`config.mk`:
```
export PLATFORM = sky130hd
export DESIGN_NAME = rename_commit_top
export DESIGN_NICKNAME = d
export VERILOG_FILES = /design/src/common/ooo_pkg.sv /design/src/hdl/tag_cam.sv /design/src/rob/reorder_buffer.sv /design/src/hdl/free_list.sv /design/src/hdl/map_table.sv /design/src/hdl/rename_commit_top.sv
export SDC_FILE = /design/constraint.sdc
export NUM_CORES = 2
export LEC_CHECK = 0
export BUFFER_PORTS_ARGS = -buffer_cell sky130_fd_sc_hd__buf_2
export CAP_MARGIN = 0
export CORE_ASPECT_RATIO = 1.4
export CORE_MARGIN = 3
export CORE_UTILIZATION = 63
export CTS_BUF_LIST = sky130_fd_sc_hd__clkbuf_2
export CTS_CLUSTER_DIAMETER = 200
export DETAILED_ROUTE_END_ITERATION = 16
export GPL_TIMING_DRIVEN = 0
export PLACE_DENSITY_LB_ADDON = 0.1
export SYNTH_ARGS = -nofsm -noshare
export SYNTH_HDL_FRONTEND = slang
export SYNTH_SLANG_ARGS = --single-unit
```
`constraint.sdc`:
```
create_clock -name clock -period 7.6 [get_ports clock]
set_clock_uncertainty 0.2 [all_clocks]
set_input_delay 1.52 -clock clock [delete_from_list [all_inputs] [get_ports clock]]
set_output_delay 1.52 -clock clock [all_outputs]
set_load 0.02 [all_outputs]
```
`src/common/ooo_pkg.sv`:
```
package ooo_pkg;

	// Machine width and structure sizes
	localparam int SS_SIZE   = 2;
	localparam int ROB_SIZE  = 8;
	localparam int ROB_IDX_W = 3;

	localparam int ARCH_REGS = 8; // r0 is a normal register
	localparam int ARCH_W    = 3;
	localparam int PHYS_REGS = 32;
	localparam int PHYS_W    = 5;

	// Tags not held by the architectural map
	localparam int FREE_SIZE = PHYS_REGS - ARCH_REGS;

	localparam logic [31:0] NOOP_INST = 32'h47ff_041f;

	typedef struct packed {
		logic              ready;
		logic [PHYS_W-1:0] tag;
	} phys_reg_t;

	typedef struct packed {
		logic              valid;
		logic              halt;
		logic [ARCH_W-1:0] dest;
		logic [31:0]       inst;
		logic [31:0]       npc;
	} dispatch_pkt_t;

	// busy doubles as valid on the retire outputs
	typedef struct packed {
		logic              busy;
		logic              halt;
		logic [ARCH_W-1:0] dest;
		phys_reg_t         t_new;
		logic [PHYS_W-1:0] t_old;
		logic [31:0]       inst;
		logic [31:0]       npc;
	} rob_row_t;

	typedef struct packed {
		logic              valid;
		logic [PHYS_W-1:0] tag;
	} cdb_pkt_t;

endpackage

```
`src/hdl/tag_cam.sv`:
```
`timescale 1ns/1ps

module tag_cam #(
	parameter int LENGTH   = 8,
	parameter int NUM_TAGS = 2,
	parameter int TAG_SIZE = 5
) (
	input  logic [NUM_TAGS-1:0][TAG_SIZE-1:0] tags,
	input  logic [NUM_TAGS-1:0]               enable,
	input  logic [LENGTH-1:0][TAG_SIZE-1:0]   table_in,
	output logic [LENGTH-1:0][NUM_TAGS-1:0]   hits
);

	// Full cross-compare, one comparator per entry and lane
	always_comb begin
		for (int i = 0; i < LENGTH; i++) begin
			for (int j = 0; j < NUM_TAGS; j++) begin
				hits[i][j] = enable[j] && (tags[j] == table_in[i]);
			end
		end
	end

endmodule

```
`src/rob/reorder_buffer.sv`:
```
`timescale 1ns/1ps

module reorder_buffer (
	input  logic                                                clock,
	input  logic                                                rst,
	input  logic                                                flush,
	input  ooo_pkg::dispatch_pkt_t [ooo_pkg::SS_SIZE-1:0]       dispatch_go,
	input  logic [ooo_pkg::SS_SIZE-1:0][ooo_pkg::PHYS_W-1:0]    t_new_in,
	input  logic [ooo_pkg::SS_SIZE-1:0][ooo_pkg::PHYS_W-1:0]    t_old_in,
	input  ooo_pkg::cdb_pkt_t [ooo_pkg::SS_SIZE-1:0]            cdb,
	output ooo_pkg::rob_row_t [ooo_pkg::SS_SIZE-1:0]            retire,
	output logic                                                has_room
);

	import ooo_pkg::*;

	rob_row_t [ROB_SIZE-1:0] rows;
	rob_row_t [ROB_SIZE-1:0] rows_next;
	rob_row_t                clear_row;

	// head points at the last retired row, tail at the last dispatched one
	logic [ROB_IDX_W-1:0] head;
	logic [ROB_IDX_W-1:0] tail;
	logic [ROB_IDX_W-1:0] head_next;
	logic [ROB_IDX_W-1:0] tail_next;
	logic [ROB_IDX_W:0]   free_rows;
	logic [ROB_IDX_W:0]   free_rows_next;

	logic [ROB_IDX_W-1:0] ret_idx;
	logic [ROB_IDX_W-1:0] disp_idx;
	logic                 ret_stop;
	logic [ROB_IDX_W:0]   n_ret;
	logic [ROB_IDX_W:0]   n_disp;

	logic [SS_SIZE-1:0][PHYS_W-1:0]  cam_tags;
	logic [SS_SIZE-1:0]              cam_en;
	logic [ROB_SIZE-1:0][PHYS_W-1:0] cam_table;
	logic [ROB_SIZE-1:0][SS_SIZE-1:0] cam_hits;
	logic [ROB_SIZE-1:0]             row_ready;

	assign clear_row = '{
		busy:  1'b0,
		halt:  1'b0,
		dest:  '0,
		t_new: '0,
		t_old: '0,
		inst:  NOOP_INST,
		npc:   '0
	};

	always_comb begin
		for (int j = 0; j < SS_SIZE; j++) begin
			cam_tags[j] = cdb[j].tag;
			cam_en[j]   = cdb[j].valid;
		end
		for (int i = 0; i < ROB_SIZE; i++) begin
			cam_table[i] = rows[i].t_new.tag;
		end
	end

	tag_cam #(
		.LENGTH   (ROB_SIZE),
		.NUM_TAGS (SS_SIZE),
		.TAG_SIZE (PHYS_W)
	) u_cdb_cam (
		.tags     (cam_tags),
		.enable   (cam_en),
		.table_in (cam_table),
		.hits     (cam_hits)
	);

	// Ready now, or completing on the CDB this cycle
	always_comb begin
		for (int i = 0; i < ROB_SIZE; i++) begin
			row_ready[i] = rows[i].busy && (rows[i].t_new.ready || (|cam_hits[i]));
		end
	end

	always_comb begin
		rows_next = rows;
		n_ret     = '0;
		n_disp    = '0;
		ret_stop  = 1'b0;
		ret_idx   = head;
		disp_idx  = tail;

		for (int i = 0; i < ROB_SIZE; i++) begin
			if (rows[i].busy && (|cam_hits[i]))
				rows_next[i].t_new.ready = 1'b1;
		end

		// Oldest first, stop at the first row still waiting
		for (int i = 0; i < SS_SIZE; i++) begin
			ret_idx   = ret_idx + 1'b1;
			retire[i] = clear_row;
			if (!ret_stop && row_ready[ret_idx]) begin
				retire[i]               = rows_next[ret_idx];
				rows_next[ret_idx].busy = 1'b0;
				n_ret                   = n_ret + 1'b1;
			end else begin
				ret_stop = 1'b1;
			end
		end

		// Valid slots packed in order after the tail
		for (int i = 0; i < SS_SIZE; i++) begin
			if (dispatch_go[i].valid) begin
				disp_idx            = disp_idx + 1'b1;
				rows_next[disp_idx] = '{
					busy:  1'b1,
					halt:  dispatch_go[i].halt,
					dest:  dispatch_go[i].dest,
					t_new: '{ready: 1'b0, tag: t_new_in[i]},
					t_old: t_old_in[i],
					inst:  dispatch_go[i].inst,
					npc:   dispatch_go[i].npc
				};
				n_disp = n_disp + 1'b1;
			end
		end

		head_next      = head + n_ret[ROB_IDX_W-1:0];
		tail_next      = disp_idx;
		free_rows_next = free_rows + n_ret - n_disp;
	end

	always_ff @(posedge clock) begin
		if (rst || flush) begin
			for (int i = 0; i < ROB_SIZE; i++) begin
				rows[i] <= clear_row;
			end
			head      <= ROB_IDX_W'(ROB_SIZE - 1);
			tail      <= ROB_IDX_W'(ROB_SIZE - 1);
			free_rows <= (ROB_IDX_W + 1)'(ROB_SIZE);
		end else begin
			rows      <= rows_next;
			head      <= head_next;
			tail      <= tail_next;
			free_rows <= free_rows_next;
		end
	end

	assign has_room = free_rows >= (ROB_IDX_W + 1)'(SS_SIZE); // Room for a full group

endmodule

```
`src/hdl/free_list.sv`:
```
`timescale 1ns/1ps

module free_list (
	input  logic                                             clock,
	input  logic                                             rst,
	input  logic                                             flush,
	input  logic [ooo_pkg::SS_SIZE-1:0]                      alloc,
	input  logic [ooo_pkg::SS_SIZE-1:0][ooo_pkg::PHYS_W-1:0] release_tag,
	input  logic [ooo_pkg::SS_SIZE-1:0]                      release_valid,
	output logic [ooo_pkg::SS_SIZE-1:0][ooo_pkg::PHYS_W-1:0] alloc_tag,
	output logic                                             has_room
);

	import ooo_pkg::*;

	logic [FREE_SIZE-1:0][PHYS_W-1:0] queue;

	// The tail always sits on the retired head; a retiring instruction
	// hands back T_old into the slot its own T_new came from
	logic [PHYS_W-1:0] spec_head;
	logic [PHYS_W-1:0] ret_head;
	logic [PHYS_W-1:0] spec_head_next;
	logic [PHYS_W-1:0] ret_head_next;
	logic [PHYS_W-1:0] count;
	logic [PHYS_W-1:0] n_alloc;
	logic [PHYS_W-1:0] n_rel;
	logic [SS_SIZE-1:0][PHYS_W-1:0] wr_ptr;

	function automatic logic [PHYS_W-1:0] ptr_inc(input logic [PHYS_W-1:0] p);
		return (p == PHYS_W'(FREE_SIZE - 1)) ? '0 : p + 1'b1;
	endfunction

	always_comb begin
		spec_head_next = spec_head;
		n_alloc        = '0;
		for (int i = 0; i < SS_SIZE; i++) begin
			alloc_tag[i] = queue[spec_head_next];
			if (alloc[i]) begin
				spec_head_next = ptr_inc(spec_head_next);
				n_alloc        = n_alloc + 1'b1;
			end
		end
	end

	always_comb begin
		ret_head_next = ret_head;
		n_rel         = '0;
		for (int i = 0; i < SS_SIZE; i++) begin
			wr_ptr[i] = ret_head_next;
			if (release_valid[i]) begin
				ret_head_next = ptr_inc(ret_head_next);
				n_rel         = n_rel + 1'b1;
			end
		end
	end

	always_ff @(posedge clock) begin
		if (rst) begin
			for (int i = 0; i < FREE_SIZE; i++) begin
				queue[i] <= PHYS_W'(i + ARCH_REGS); // Tags 8 to 31
			end
		end else begin
			for (int i = 0; i < SS_SIZE; i++) begin
				if (release_valid[i])
					queue[wr_ptr[i]] <= release_tag[i];
			end
		end
	end

	always_ff @(posedge clock) begin
		if (rst) begin
			spec_head <= '0;
			ret_head  <= '0;
			count     <= PHYS_W'(FREE_SIZE);
		end else if (flush) begin
			// Everything past the retired head is free again
			spec_head <= ret_head_next;
			ret_head  <= ret_head_next;
			count     <= PHYS_W'(FREE_SIZE);
		end else begin
			spec_head <= spec_head_next;
			ret_head  <= ret_head_next;
			count     <= count - n_alloc + n_rel;
		end
	end

	assign has_room = count >= PHYS_W'(SS_SIZE);

endmodule

```
`src/hdl/map_table.sv`:
```
`timescale 1ns/1ps

module map_table (
	input  logic                                             clock,
	input  logic                                             rst,
	input  logic                                             flush,
	input  ooo_pkg::dispatch_pkt_t [ooo_pkg::SS_SIZE-1:0]    dispatch_go,
	input  logic [ooo_pkg::SS_SIZE-1:0][ooo_pkg::PHYS_W-1:0] alloc_tag,
	input  ooo_pkg::rob_row_t [ooo_pkg::SS_SIZE-1:0]         retire,
	output logic [ooo_pkg::SS_SIZE-1:0][ooo_pkg::PHYS_W-1:0] t_old
);

	import ooo_pkg::*;

	logic [ARCH_REGS-1:0][PHYS_W-1:0] spec_map;
	logic [ARCH_REGS-1:0][PHYS_W-1:0] arch_map;
	logic [ARCH_REGS-1:0][PHYS_W-1:0] spec_next;
	logic [ARCH_REGS-1:0][PHYS_W-1:0] arch_next;

	// Younger slot sees an older slot's new tag on the same dest
	always_comb begin
		for (int i = 0; i < SS_SIZE; i++) begin
			t_old[i] = spec_map[dispatch_go[i].dest];
			for (int j = 0; j < i; j++) begin
				if (dispatch_go[j].valid && (dispatch_go[j].dest == dispatch_go[i].dest))
					t_old[i] = alloc_tag[j];
			end
		end
	end

	always_comb begin
		arch_next = arch_map;
		for (int i = 0; i < SS_SIZE; i++) begin
			if (retire[i].busy)
				arch_next[retire[i].dest] = retire[i].t_new.tag; // Age order
		end

		spec_next = spec_map;
		if (flush) begin
			spec_next = arch_next;
		end else begin
			for (int i = 0; i < SS_SIZE; i++) begin
				if (dispatch_go[i].valid)
					spec_next[dispatch_go[i].dest] = alloc_tag[i];
			end
		end
	end

	always_ff @(posedge clock) begin
		if (rst) begin
			for (int i = 0; i < ARCH_REGS; i++) begin
				spec_map[i] <= PHYS_W'(i); // Identity map
				arch_map[i] <= PHYS_W'(i);
			end
		end else begin
			spec_map <= spec_next;
			arch_map <= arch_next;
		end
	end

endmodule

```
`src/hdl/rename_commit_top.sv`:
```
`timescale 1ns/1ps

module rename_commit_top (
	input  logic                                          clock,
	input  logic                                          rst,
	input  ooo_pkg::dispatch_pkt_t [ooo_pkg::SS_SIZE-1:0] dispatch,
	input  ooo_pkg::cdb_pkt_t [ooo_pkg::SS_SIZE-1:0]      cdb,
	input  logic                                          branch_not_taken,
	output logic                                          dispatch_ready,
	output ooo_pkg::rob_row_t [ooo_pkg::SS_SIZE-1:0]      retire,
	output logic                                          halted
);

	import ooo_pkg::*;

	dispatch_pkt_t [SS_SIZE-1:0]    dispatch_go;
	logic [SS_SIZE-1:0]             alloc;
	logic [SS_SIZE-1:0][PHYS_W-1:0] alloc_tag;
	logic [SS_SIZE-1:0][PHYS_W-1:0] t_old;
	logic [SS_SIZE-1:0][PHYS_W-1:0] release_tag;
	logic [SS_SIZE-1:0]             release_valid;
	logic [SS_SIZE-1:0]             retire_halt;
	logic                           rob_room;
	logic                           fl_room;

	// Both from registered counts, so no path back from dispatch
	assign dispatch_ready = rob_room && fl_room;

	always_comb begin
		for (int i = 0; i < SS_SIZE; i++) begin
			dispatch_go[i]       = dispatch[i];
			dispatch_go[i].valid = dispatch[i].valid && dispatch_ready;
			alloc[i]             = dispatch_go[i].valid;
			release_tag[i]       = retire[i].t_old;
			release_valid[i]     = retire[i].busy;
			retire_halt[i]       = retire[i].busy && retire[i].halt;
		end
	end

	assign halted = |retire_halt;

	reorder_buffer u_rob (
		.clock       (clock),
		.rst         (rst),
		.flush       (branch_not_taken),
		.dispatch_go (dispatch_go),
		.t_new_in    (alloc_tag),
		.t_old_in    (t_old),
		.cdb         (cdb),
		.retire      (retire),
		.has_room    (rob_room)
	);

	free_list u_free_list (
		.clock         (clock),
		.rst           (rst),
		.flush         (branch_not_taken),
		.alloc         (alloc),
		.release_tag   (release_tag),
		.release_valid (release_valid),
		.alloc_tag     (alloc_tag),
		.has_room      (fl_room)
	);

	map_table u_map_table (
		.clock       (clock),
		.rst         (rst),
		.flush       (branch_not_taken),
		.dispatch_go (dispatch_go),
		.alloc_tag   (alloc_tag),
		.retire      (retire),
		.t_old       (t_old)
	);

endmodule

```
==> impl_metrics.ini, run 1 <==
[status]
outcome = stopped before the end
haltStage = global routing (5_1_grt)
tool.error = [ERROR GRT-0116] Global routing finished with congestion. Check the congestion regions in the DRC Viewer.

[synth]
synth-edff-count = 0
synth.cell_area_um2 = 53770
syn_nets = 7032
netlist_top_cells_count = nand2_1 (1,681), dfxtp_1 (865), nor2_1 (736), clkbuf_1 (521), a311oi_1 (404)
yosys.area.top_type = dfxtp_1
synth_ff_type = dfxtp_1
synth_most_common_cell = nand2_1
syn_area_per_cell_um2 = 7.857
synth_cell_types = 96
async_flop_share_pct = 0
synth.area.top_cells = dfxtp_1 (32%), nand2_1 (12%), mux4_2 (9.5%)
synth-seq-cells = 865
yosysSeqAreaShare_pct = 32.20
netlist.area_leader.share_pct = 32.20
netlist_instances = 6844
synth_warnings = 0

[die]
die_x_um = 252.9
row_count = 126
fp.dieH_um = 351.7
start_util_pct = 63.64
io_pins = 315

[placement]
place_ws_ns = -2.866
gp_congestion = 1.171
portBuffers = 185
hpwlAfterDp_um = 215100

[clock_tree]
cts_max_level = 4
clockBufferDepth = 3
cts_made_buffers = 205
cts_sinks = 865
cts_root_buf = clkbuf_2

[grt]
grt_start_max_net_pins = 20
grt_use_total_pct = 74.98
first_global_vias = 68490
grt_first_pass_wirelength_um = 491000
overflow = 16
[cell families after synthesis]
logic type | synth area share (%)
compound gates | 20.26
flops | 32.20
mux | 15.09
simple gates | 23.35
fa+ha+maj | 0.8842
buf+inv | 6.415
xor+xnor | 1.794
[routing by layer]
layer	GRT overflow	track usage [%]
met1	0	74.63
met2	5	92.95
met3	0	56.55
met4	11	78.15
met5	0	25.00
[metrics by stage]
| step | hold slack (ns) | area (µm²) | std cells |
|---|---|---|---|
| after CTS | 0.003353 | 60700 | 8651 |
| after detailed placement | 0.2736 | 56180 | 8124 |
| after global placement | 0.2668 | 56060 | 8117 |
| after floorplan | 0.2550 | 53770 | 6844 |
[timing repair]
action	4_1_cts
hold endpoints to repair	485
pin swaps	13
resized for setup	372
cloned	0
endpoints found under the setup margin	385
hold buffers	145
buffers inserted	24
==> run 2: changes to the inputs <==
Settings changed: CORE_ASPECT_RATIO 1.4 to unset, CORE_UTILIZATION 63 to 40, CTS_BUF_LIST sky130_fd_sc_hd__clkbuf_2 to unset, CTS_CLUSTER_DIAMETER 200 to unset, PLACE_DENSITY_LB_ADDON 0.1 to 0.15.
==> impl_metrics.ini, run 2 <==
[status]
outcome = finished with violations
violations = max-capacitance violations, max-slew violations, negative setup slack

[synth]
async_flop_share_pct = 0
synth_top_family_by_area = simple AND/OR/NAND/NOR gates
synth_compound_area_share_pct = 20.26
syn_area_per_cell_um2 = 7.857
synth.cell_area_um2 = 53770
synth_cell_types = 96
netlist_instances = 6844
synth_ff_type = dfxtp_1
synth_most_common_cell = nand2_1
synth-edff-count = 0
netlist.area_leader.share_pct = 32.20
synthXorXnorAreaFrac_pct = 1.794
yosys.area_share.simple_pct = 23.35
synth-seq-cells = 865
synth_warnings = 0
syn_nets = 7032
synth.area.top_cells = dfxtp_1 (32%), nand2_1 (12%), mux4_2 (9.5%)
yosysSeqAreaShare_pct = 32.20
synthMuxAreaShare_pct = 15.09
yosys.area.top_type = dfxtp_1
netlist_top_cells_count = nand2_1 (1,681), dfxtp_1 (865), nor2_1 (736), clkbuf_1 (521), a311oi_1 (404)
synth_fa_ha_area_share_pct = 0.8842

[critical_path]
crit_type = register to output pin
critPathSlowestCell = clkbuf_1
r2r-start = u_rob.head[0]
r2r_end = u_free_list.count[4]
crit_required_ns = 5.88
crit_path_start_kind = register
cp_top_family = buffers and inverters
cp_num_cells = 15
cp_cell_sequence = clkbuf_4 -> inv_1 -> buf_4 -> buf_6 -> clkbuf_16 -> ha_1 -> buf_4 -> inv_1 -> clkbuf_2 -> nand2_1 -> nor2_1 -> clkbuf_1 -> a22oi_1 -> nand4_1 -> buf_2
reg2reg_depth = 22
setup.worst_path.start = u_rob.head[0]
worstPathMaxFanout = 10
endpoint = retire[34]
cpPeakStageDelay_ns = 0.68
cp-end-kind = output pin
arrival_ns = 6.10
rrSetupSlack_ns = 0.96
critPathBufInv = 10

[timing]
slew_violations = 29
hold_viol = 0
layout_setup_ws_ns = -0.2170
relSlewSlack_pct = -4.682
period_needed_ns = 7.817
tightest_slew_ns = 1.570
finalSetupViolations = 20
rsz0062_at_grt = yes
clock.fmax_mhz = 127.9
post-route-period-util_pct = 102.9

[die]
io_pins = 315
fp.dieH_um = 372.7
die_x_um = 372.7
row_count = 133
die_area_um2 = 138900
coreArea_um2 = 132500
start_util_pct = 40.60

[clock_tree]
clockBufferDepth = 3
cts_tree = yes
cts_sinks = 865
cts_max_level = 3
insertion_delay_ns = 0.79
cts.clk_slew.worst_paths_ns = 0.07
cts_root_buf = clkbuf_16
cts_made_buffers = 104

[placement]
portBuffers = 185
place_ws_ns = -2.364
placed_area_um2 = 57090
gp_congestion = 1.031
hpwlAfterDp_um = 222700

[cells_and_area]
final_cell_mix = nand2_1 (1,674), dfxtp_1 (865), nor2_1 (722)
largest_reg_flops = 600
syn_to_final_growth_pct = 14.40
drive_gt1_share_pct = 14.84
stdcell_area_um2 = 61520
top_register = u_rob.rows
reg.largest.list = u_rob.rows: 600 flops, u_free_list.queue: 120 flops
nFillCells = 13450
layout_commonest_cell = nand2_1
final_nets = 7345

[drt]
firstDrtPassIters = 9
totalWireLength_um = 315600
antenna_left = 0
wl_per_cell_um = 34.95
drt_iter0_markers = 10490
routed_via_density = 6.901
drc = 0
vias = 62320

[grt]
grt_use_total_pct = 43.04
overflow = 0
grt_first_pass_wirelength_um = 436500
first_global_vias = 57520
grt_start_max_net_pins = 20
antenna_found_initial = 41

[worst_hold_path]
min_path_type = register to register
hold_depth = 2
min-delay-start = u_rob.rows[406]

[power_and_ir_drop]
p_leak_nw = 21.86
p_per_area_nw_per_um2 = 259.0
finalPower_mw = 15.93
ir_drop_mv = 0.2084

[flow_run]
drv_cap = 3
==> run 2: cell counts after synthesis <==
Identical to the previous run, type by type.
==> run 2: metrics by stage <==
stage	util [%]	hold slack (ns)	instances	TNS, ns
6_report	46.44	0.2839	9030	-2.030
5_1_grt	46.39	0.3038	9004	-0.02105
4_1_cts	46.28	0.2812	8990	0
3_5_place_dp	43.10	0.2700	8796	-281.62
3_3_place_gp	42.95	0.2662	8784	-542.21
2_1_floorplan	-	0.2550	6844	0
==> run 2: worst min path at each step <==
stage	to	slack, ns
after floorplan	u_rob.rows[406]	0.25
after global placement	u_rob.rows[406]	0.27
after detailed placement	u_rob.rows[406]	0.27
after CTS	u_rob.rows[406]	0.28
after global routing	u_rob.rows[98]	0.30
final	u_rob.rows[406]	0.28
==> run 2: kinds of logic (layout without fill, tap and decap cells) <==
group,after synthesis,in the layout
AOI/OAI and AO/OA,1519,1519
xor gates and xnor gates,105,105
adders and majority gates,35,35
buffers and inverters,802,1200
DFF,865,865
muxes,517,517
other,0,33
and+or+nand+nor,3001,3001
==> run 2: worst reg2reg max path, stage by stage (launching register included) <==
cell and delay, ns:
dfxtp_1 0.35, clkbuf_4 0.23, inv_1 0.18, buf_4 0.31, buf_6 0.27, clkbuf_16 0.30
ha_1 0.28, buf_4 0.18, inv_1 0.22, clkbuf_2 0.51, nand2_1 0.35, o221ai_1 0.35
buf_4 0.29, nor2_4 0.12, clkbuf_4 0.32, clkbuf_4 0.32, ha_1 0.24, fa_1 0.51
fa_1 0.43, a21oi_1 0.16, nor2_1 0.07, or3_1 0.30, nand3_1 0.08
==> run 2: timing repair <==
item,in CTS,in global routing
setup buffers,4,3
gates resized for setup,201,34
hold buffers,0,0
hold endpoints to repair,0,0
pin swaps,3,1
setup endpoints to repair,261,150
==> run 2: area by class of cell <==
| cell class | count | area (µm²) | area share [%] |
|---|---|---|---|
| multi-input cells | 5177 | 33430 | 54.33 |
| plain buffers | 748 | 3510 | 5.705 |
| well taps | 1755 | 2196 | 3.569 |
| clock inverters | 48 | 730.7 | 1.188 |
| flip-flops and latches | 865 | 17320 | 28.15 |
| clock buffers | 143 | 2919 | 4.745 |
| repair buffers | 208 | 1136 | 1.847 |
| inverters | 53 | 202.7 | 0.3295 |
| diodes | 33 | 82.58 | 0.1342 |
==> run 2: layer usage <==
layer | track usage, % | vias to the layer above | share of wire (%)
met5 | 0 | - | 0.035
met4 | 29.29 | 16 | 8.4
met3 | 16.08 | 1391 | 14
met2 | 62.04 | 5572 | 41
met1 | 53.19 | 30000 | 36
li1 | - | 25340 | -
==> run 2: power by group <==
| group | leakage (nW) | internal (mW) | total, mW | switching [mW] |
|---|---|---|---|---|
| Combinational | 13.1 | 1.35 | 4.94 | 3.59 |
| Sequential | 7.00 | 4.99 | 5.44 | 0.452 |
| Clock | 1.78 | 3.23 | 5.55 | 2.32 |
No activity file was read; power rests on OpenSTA's default activity.
